**src/hdl/vecGeomPkg.sv**
```systemverilog
// ==========================================================
// Geometry of the vector register file
// Holds the lane, register and read-port counts and the
// vector types built on them
// Modules import it inside their body and use scoped names
// in their port lists
// ==========================================================

package vecGeomPkg;

	// Four lanes, each one element wide
	localparam int laneCount = 4;

	// Architectural vector registers, register 0 reads as zero
	localparam int regCount = 32;

	// Combinational read ports
	localparam int readPortCount = 8;

	// Width of one lane element
	localparam int elemWidth = 64;

	// Register address wide enough for every register
	typedef logic [$clog2(regCount)-1:0] regAddr;

	// One element in one lane
	typedef logic [elemWidth-1:0] laneElem;

	// One enable bit per lane
	typedef logic [laneCount-1:0] laneMask;

	// A whole vector register, lane 0 in the low bits
	typedef laneElem [laneCount-1:0] vecWord;

	// All read addresses side by side, port 0 in the low bits
	typedef regAddr [readPortCount-1:0] readAddrVec;

	// All read results side by side
	typedef vecWord [readPortCount-1:0] readDataVec;

endpackage

```
**src/hdl/vecWritePkg.sv**
```systemverilog
// ==========================================================
// Per-lane write operations
// The arbiter turns strobes, masks and zero flags into one
// operation per lane and port, and the banks and the read
// bypass act on those operations
// ==========================================================

package vecWritePkg;

	// What one write port does to one lane this cycle
	typedef enum logic [1:0] {
		opKeep = 2'd0,
		opData = 2'd1,
		opZero = 2'd2
	} laneOp;

	// One operation per lane, lane 0 in the low bits
	typedef laneOp [vecGeomPkg::laneCount-1:0] laneOpVec;

	// Value that an active operation stores in a lane
	// The caller only uses the result when the op is not opKeep
	function automatic vecGeomPkg::laneElem opValue(
		input laneOp op,
		input vecGeomPkg::laneElem data
	);
		return (op == opData) ? data : '0;
	endfunction

endpackage
```
**src/hdl/vecWriteArbiter.sv**
```systemverilog
// ==========================================================
// Write arbiter for the two vector write ports
// Turns strobes, lane masks and zero flags into per-lane
// operations, and gives port 1 priority per lane when both
// ports target the same register
// Purely combinational
// ==========================================================

`timescale 1ns/1ps

module vecWriteArbiter (
	input logic wr0,
	input logic wr1,
	input vecGeomPkg::regAddr wa0,
	input vecGeomPkg::regAddr wa1,
	input vecGeomPkg::laneMask m0,
	input vecGeomPkg::laneMask m1,
	input logic z0,
	input logic z1,
	output vecWritePkg::laneOpVec op0,
	output vecWritePkg::laneOpVec op1
);
	import vecGeomPkg::*;
	import vecWritePkg::*;

	// Port 0 operations before the conflict rule is applied
	laneOpVec raw0;

	// Both ports name the same register this cycle
	logic sameAddr;

	// A masked lane takes the port data
	// An unmasked lane is cleared only when the zero flag is set
	function automatic laneOp decodeLane(
		input logic wr,
		input logic maskBit,
		input logic zero
	);
		if (!wr)
			return opKeep;
		if (maskBit)
			return opData;
		if (zero)
			return opZero;
		return opKeep;
	endfunction

	assign sameAddr = (wa0 == wa1);

	// ==========================================================
	// Per-lane decode
	// ==========================================================

	always_comb begin
		for (int l = 0; l < laneCount; l++) begin
			raw0[l] = decodeLane(wr0, m0[l], z0);
			op1[l] = decodeLane(wr1, m1[l], z1);
		end
	end

	// Port 0 steps back in every lane where port 1 acts on the same register
	// Lanes that port 1 leaves alone still take the port 0 result
	always_comb begin
		for (int l = 0; l < laneCount; l++) begin
			op0[l] = (sameAddr && op1[l] != opKeep) ? opKeep : raw0[l];
		end
	end

endmodule

```
**config.mk**
```make
export PLATFORM = sky130hd
export DESIGN_NAME = vecWriteArbiter
export DESIGN_NICKNAME = d
export VERILOG_FILES = /design/src/hdl/vecGeomPkg.sv /design/src/hdl/vecWritePkg.sv /design/src/hdl/vecWriteArbiter.sv
export SDC_FILE = /design/constraint.sdc
export NUM_CORES = 1
export LEC_CHECK = 0
export BUFFER_PORTS_ARGS = -buffer_cell sky130_fd_sc_hd__buf_2
export CAP_MARGIN = 40
export CORE_AREA = 10 10 47 49
export DETAILED_ROUTE_END_ITERATION = 8
export DIE_AREA = 0 0 57 59
export PLACE_DENSITY = 0.61
export RECOVER_POWER = 25
export SYNTH_ARGS = -nofsm -noshare
export SYNTH_HDL_FRONTEND = slang
export SYNTH_SLANG_ARGS = --single-unit
```
**constraint.sdc**
```tcl
create_clock -name vclk -period 1.04
set_input_delay 0.104 -clock vclk [all_inputs]
set_output_delay 0.104 -clock vclk [all_outputs]
set_load 0.02 [all_outputs]
```
==> impl_metrics.csv, run 1 <==
group,metric,value,unit
timing,rsz0062_at_grt,"yes",
setup_path,required,0.94,ns
synthesis,ys_seq_area_share,0,%
synthesis,synth_cell_type_count,11,
floorplan,fp.dieH,59,µm
synthesis,ys_top_cells_by_area,"or2_2 (16%), xor2_1 (15%), a31oi_1 (13%), and2_1 (13%), nand2_1 (9.4%)",
grt,grt-ovfl-total,0,
grt,grt_usage,7.505,%
layout,seq_cells,0,
layout,seq_area,0,µm²
min_path,hold_class,"in -> out",
synthesis,syn_area_per_cell,6.322,µm²
timing,fin_ws,-0.1749,ns
setup_path,critPathLaunchType,"input pin",
setup_path,end_kind,"output pin",
timing,setup_viol,8,
timing,finalMaxSlewViolations,0,
power,ir_drop,0.1720,mV
floorplan,core_area,1401,µm²
route,viasPerCell,4.429,
setup_path,critPathMaxFanout,7,
floorplan,die_x,57,µm
layout,nets,106,
route,firstDrtPassIters,4,
place,portBuffers,38,
floorplan,dieArea,3363,µm²
timing,worst_pin_slew,0.2689,ns
floorplan,ios,38,
layout,areaGrowthSynthToFinish,177.1,%
grt,grt_pass1_vias,492,
grt,grt_max_degree,9,
timing,setup-tns-final,-1.197,ns
timing,finalCriticalPeriod,1.215,ns
route,num_vias,434,
status,failed_checks,"negative setup slack",
grt,antenna_found_initial,0,
floorplan,rows,14,
power,p_per_area,464.2,nW/µm²
job,drv_cap,0,
status,status,"finished, violations left",
timing,hold_viol,0,
place,place_ws,-0.2985,ns
route,wire_per_inst,14.22,µm
clocking,postCtsHoldBufs,0,
place,gp_congestion,0.7207,
layout,diodes,0,
floorplan,initial_core_util,17.14,%
route,drt_iter0_markers,4,
route,drc_errors,0,
timing,relSlewSlack,82.15,%
grt,grt_pass1_wl,2.194,mm
route,postRouteAntennaNets,0,
synthesis,synth_fp_nets,60,
layout,layout-drive-gt1-share,71.95,%
synthesis,syn_inst,38,
synthesis,yosys-top-cells-count,"nand2_1 (6), nor2_1 (6), or2_2 (6), a31oi_1 (5), and2_1 (5)",
place,post-dp-hpwl,1.094,mm
synthesis,ys_warn_count,0,
synthesis,netlist_area,240.2,µm²
layout,nClkBuffers,0,
synthesis,synth_top_area_share,15.63,%
route,wl,1.394,mm
synthesis,synth_top_cell_by_area,"or2_2",
timing,period_share,116.8,%
setup_path,critical_path_class,"in -> out",
power,leakage,0.3118,nW
timing,fmax,823.1,MHz
setup_path,worstPathArrival,1.11,ns
-- power by group --
part           internal (mW)  switching [mW]
logic                  0.152           0.157
registers                  0               0
clock network              0               0
total                  0.152           0.157
-- cell families (layout without fill, tap and decap cells) --
| logic type | Yosys count | count (layout) | share of synthesized area, % |
|---|---|---|---|
| xor+xnor | 5 | 5 | 18.23 |
| compound gates | 8 | 8 | 23.96 |
| simple gates | 24 | 24 | 56.25 |
| buf+inv | 1 | 45 | 1.561 |
-- through the flow --
stage	power (mW)	cells	instance area, µm²	utilization (%)	hold WS (ns)
after global placement	0.2228	96	491.7	35.09	0.4791
after global routing	0.3331	98	665.6	47.50	0.4879
final	0.3090	98	665.6	47.50	0.4819
after floorplan	0.1186	38	247.7	-	0.2870
after CTS	0.2789	97	609.3	43.48	0.4799
after detailed placement	0.2255	96	491.7	35.09	0.4793
-- path summary, 6_finish.rpt --
check	start	endpoint	slack, ns	depth (start not counted)
worst max-delay path	wa0[3]	op0[3]	-0.17	6
worst min-delay path	m0[2]	op0[5]	0.48	3
-- placed cells by master, fill, tap and decap left out, drive strengths merged --
master  Yosys  final
buf         0     43
nand2       6      6
or2         6      6
nor2        6      6
and2        5      5
a31oi       5      5
xor2        4      4
clkbuf      1      2
a311oi      2      2
xnor2       1      1
a41oi       1      1
nor4        1      1
-- layout make-up --
cell class,count,area (µm²)
tap,16,20.02
fill,145,735.7
multi-input combinational,37,344.1
timing repair buffer,45,301.5
-- critical path, stage by stage --
cell	delay, ns
buf_8	0.10
xor2_4	0.18
nor4_4	0.28
buf_6	0.17
a311oi_2	0.10
buf_4	0.18
-- layer usage --
| metal | global-route usage (%) | share of wire, % |
|---|---|---|
| met5 | 0 | 0 |
| met4 | 0 | 0 |
| met3 | 2.361 | 8.5 |
| met2 | 14.42 | 53 |
| met1 | 8.283 | 39 |
-- timing repair --
| action | CTS | global route |
|---|---|---|
| setup endpoints to repair | 8 | 8 |
| pin swaps | 7 | 3 |
| resized for setup | 21 | 8 |
| hold endpoints to repair | 0 | 0 |
| buffers inserted | 2 | 1 |
Note: power is estimated with default switching activity, not from simulation.
==> run 2: changes to the inputs <==
Clock period 1.04 ns to 1.35 ns, I/O delays scaled along.
==> run 2 against run 1 <==
Compared with the run above:
- worst setup slack improved by 0.24 ns
- largest cell class unchanged
- non-clock buffer count down 4
- first-iteration DRC count up 75%
- via count is 2.1% lower
- count of clock-buffer cells in the layout stayed put
- the flow now finishes without violations
- total power is 38% lower
- largest power group unchanged
- critical endpoint is now op0[5]
- utilization decreased by 8.8 points
- cell count decreased by 4.1%
- combinational power down 38%
- hold slack better by 0.067 ns
==> impl_metrics.csv, run 2 (synthesis results as in run 1) <==
group,metric,value,unit
route,wl,1.234,mm
timing,period_share,94.92,%
power,ir_drop,0.1088,mV
layout,seq_area,0,µm²
min_path,min_delay_worst_endpoint,"op1[7]",
timing,worst_pin_slew,0.2923,ns
job,drv_cap,0,
setup_path,crit_slowest_cell,"nor4_4",
power,p_per_area,352.4,nW/µm²
floorplan,rows,14,
place,place_ws,-0.02059,ns
grt,antenna_found_initial,0,
floorplan,dieArea,3363,µm²
timing,fmax,780.4,MHz
setup_path,required,1.22,ns
setup_path,cp_common_cell,"buf_4",
setup_path,slowest_delay,0.26,ns
timing,finalMaxSlewViolations,0,
grt,grt_max_degree,9,
timing,setup_viol,0,
layout,seq_cells,0,
setup_path,worstPathArrival,1.15,ns
setup_path,path_cells,"buf_6, xor2_4, nor4_4, buf_4, a311oi_2, buf_4",
layout,layout_common_cells,"buf_2 (32), nand2_1 (6), nor2_1 (6), or2_2 (6)",
route,firstDrtPassIters,4,
route,drt_iter0_markers,7,
setup_path,end_kind,"output pin",
route,viasPerCell,4.521,
timing,relSlewSlack,80.51,%
setup_path,critPathLaunchType,"input pin",
floorplan,die_x,57,µm
layout,final_common_cell,"buf_2",
setup_path,critPathMaxFanout,7,
grt,grt_pass1_vias,445,
status,status,"completed",
timing,rsz0062_at_grt,"no",
grt,grt_pass1_wl,1.925,mm
layout,final_area,541.8,µm²
place,post-dp-hpwl,1.050,mm
route,postRouteAntennaNets,0,
layout,diodes,0,
timing,fin_ws,0.06860,ns
place,placed_area,461.7,µm²
place,gp_congestion,0.7388,
layout,nClkBuffers,0,
layout,nets,102,
layout,layout-drive-gt1-share,65.38,%
timing,setup-tns-final,0,ns
place,portBuffers,38,
floorplan,initial_core_util,17.14,%
clocking,postCtsHoldBufs,0,
min_path,holdPathStages,3,
route,wire_per_inst,13.13,µm
grt,grt_usage,6.445,%
floorplan,ios,38,
power,power.total,190.9,µW
floorplan,fp.dieH,59,µm
grt,grt-ovfl-total,0,
route,num_vias,425,
layout,final_core_util,38.66,%
min_path,hold_class,"in -> out",
timing,finalCriticalPeriod,1.281,ns
layout,areaGrowthSynthToFinish,125.5,%
min_path,min_from,"m1[3]",
setup_path,critical_path_class,"in -> out",
floorplan,core_area,1401,µm²
route,drc_errors,0,
timing,hold_viol,0,
power,leakage,0.2708,nW
==> run 2: cell types whose count changed in the layout (fill, tap and decap cells not counted), sizes merged <==
| cell | change |
|---|---|
| clkbuf | +1 |
| buf | -5 |
==> run 2: layout make-up <==
type / instances / area [µm²]
Fill cell: 161 / 859.6
Tap cell: 16 / 20.02
Timing Repair Buffer: 41 / 220.2
Multi-Input combinational cell: 37 / 301.5
==> run 2: worst max path at each step <==
stage	from	end	slack, ns	cells after the start
3_5_place_dp	wa1[2]	op0[3]	-0.02	6
4_1_cts	wa1[1]	op0[3]	0.009	6
5_1_grt	wa0[1]	op0[5]	0.002	6
6_report	wa0[1]	op0[5]	0.07	6
3_3_place_gp	wa1[2]	op0[5]	0.02	6
2_1_floorplan	wa1[2]	op0[3]	0.07	3
==> run 2: what timing repair did <==
action,in CTS,in global routing
pin swaps,0,4
resized for setup,3,9
setup endpoints to repair,2,2
setup buffers,0,1
==> run 2: per-stage QoR <==
| step | hold WS [ns] | instances |
|---|---|---|
| after floorplan | 0.3490 | 38 |
| after global placement | 0.5419 | 93 |
| after detailed placement | 0.5493 | 93 |
| after CTS | 0.5505 | 93 |
| after global routing | 0.5631 | 94 |
| final | 0.5488 | 94 |
==> run 2: critical path, delay by kind of cell <==
kind / cells / cell delay [ns]
buffers and inverters: 3 / 0.46
AND/OR/NAND/NOR: 1 / 0.26
XOR/XNOR: 1 / 0.18
AO/OA/AOI/OAI: 1 / 0.10
==> run 2: metal layers <==
layer / up-vias / GRT usage (%) / share of wire [%]
met4: 0 / 0 / 0
met5: - / 0 / 0
met2: 21 / 11.32 / 48
met1: 194 / 7.738 / 41
li1: 210 / - / -
met3: 0 / 2.361 / 10
==> run 2: where the power goes <==
part           switching, mW  internal, mW
Combinational          0.106        0.0851
Clock                      0             0
Sequential                 0             0
Total                  0.106        0.0851
==> run 3: changes to the inputs <==
Settings changed: PLACE_DENSITY 0.61 to default.
==> run 3 against run 2 <==
Compared with the run above:
- first-iteration DRC count fell by 14%
- total power fell by 0.58%
- critical path depth did not move
- worst setup slack got worse by 0.040 ns
- sequential cell count did not move
- wire length rose by 4.7%
- largest power group unchanged
- critical path type unchanged
- non-clock buffer count did not move
- hold slack got worse by 0.0024 ns
- utilization fell by 0.54 points
==> impl_metrics.csv, run 3 (synthesis results as in run 1) <==
group,metric,value,unit
route,num_vias,412,
power,power.total,189.8,µW
layout,layout_common_cells,"buf_2 (32), nand2_1 (6), nor2_1 (6), or2_2 (6)",
layout,nClkBuffers,0,
timing,worst_pin_slew,0.2946,ns
setup_path,path_cells,"buf_2, xor2_2, nor4_4, buf_4, a311oi_2, buf_4",
layout,nets,102,
timing,hold_viol,0,
layout,diodes,0,
layout,seq_cells,0,
timing,fmax,756.6,MHz
timing,relSlewSlack,80.36,%
setup_path,critPathLaunchType,"input pin",
timing,finalMaxSlewViolations,0,
clocking,postCtsHoldBufs,0,
setup_path,required,1.22,ns
route,firstDrtPassIters,2,
power,p_per_area,355.3,nW/µm²
power,ir_drop,0.1242,mV
place,portBuffers,38,
grt,grt_max_degree,9,
layout,areaGrowthSynthToFinish,122.4,%
grt,grt_pass1_vias,463,
job,drv_cap,0,
status,status,"completed",
layout,final_core_util,38.13,%
grt,grt_pass1_wl,1.938,mm
setup_path,end_kind,"output pin",
route,wire_per_inst,13.74,µm
timing,rsz0062_at_grt,"yes",
setup_path,slowest_delay,0.28,ns
layout,final_common_cell,"buf_2",
grt,antenna_found_initial,0,
power,leakage,0.2704,nW
grt,grt-ovfl-total,0,
layout,seq_area,0,µm²
setup_path,critical_path_class,"in -> out",
floorplan,ios,38,
grt,grt_usage,6.499,%
timing,finalCriticalPeriod,1.322,ns
floorplan,initial_core_util,17.14,%
setup_path,worstPathArrival,1.19,ns
route,viasPerCell,4.383,
place,post-dp-hpwl,1.080,mm
setup_path,crit_slowest_cell,"a311oi_2",
min_path,holdPathStages,3,
floorplan,die_x,57,µm
floorplan,rows,14,
layout,layout-drive-gt1-share,65.38,%
route,wl,1.292,mm
setup_path,cp_common_cell,"buf_4",
min_path,hold_class,"in -> out",
place,gp_congestion,0.7999,
timing,setup_viol,0,
floorplan,core_area,1401,µm²
timing,period_share,97.91,%
setup_path,critPathMaxFanout,7,
floorplan,fp.dieH,59,µm
route,drt_iter0_markers,6,
floorplan,dieArea,3363,µm²
route,drc_errors,0,
route,postRouteAntennaNets,0,
run 3: cell count changes in the layout (fill, tap and decap cells not counted):
cell	before	now
buf_6	1	0
buf_8	0	1
xor2_2	2	3
xor2_4	2	1
run 3: repair_timing:
action	4_1_cts	5_1_grt
endpoints found under the setup margin	2	2
setup buffers	0	1
pin swaps	0	5
gates resized for setup	4	8
run 3: per-layer routing:
layer / wire length [µm] / part of all wire [%] / vias up / GRT usage [%]
met1: 521 / 40 / 181 / 8.134
li1: - / - / 210 / -
met4: 0 / 0 / 0 / 0
met2: 652 / 50 / 21 / 11.47
met3: 117 / 9.1 / 0 / 1.717
met5: 0 / 0 / - / 0
run 3: power breakdown:
| group | total, mW | switching [mW] | internal, mW |
|---|---|---|---|
| Sequential | 0 | 0 | 0 |
| Clock | 0 | 0 | 0 |
| Combinational | 0.190 | 0.106 | 0.0843 |
run 3: worst paths after layout:
kind | from | to
setup / recovery | wa0[2] | op0[3]
hold / removal | m0[2] | op0[5]
run 3: worst max-delay path, delay by kind of cell:
kind / cells / cell delay, ns
AO/OA/AOI/OAI: 1 / 0.28
XOR/XNOR: 1 / 0.23
AND/OR/NAND/NOR: 1 / 0.07
buffers and inverters: 3 / 0.46
run 3: cell type report:
type                       instances  area, µm²
fill                             161      867.1
multi-input combinational         37      290.3
timing repair buffer              41      224.0
tap                               16      20.02
run 3: through the flow:
stage                     setup TNS, ns  instances  hold slack [ns]  setup slack (ns)  instance area (µm²)
after floorplan                       0         38           0.3490           0.06714                240.2
after global placement         -0.01537         93           0.5416          -0.01537                461.7
after detailed placement       -0.06306         93           0.5472          -0.05509                461.7
after CTS                             0         93           0.5477          0.003992                491.7
after global routing           -0.02115         94           0.5594          -0.02115                534.3
final                                 0         94           0.5464           0.02826                534.3
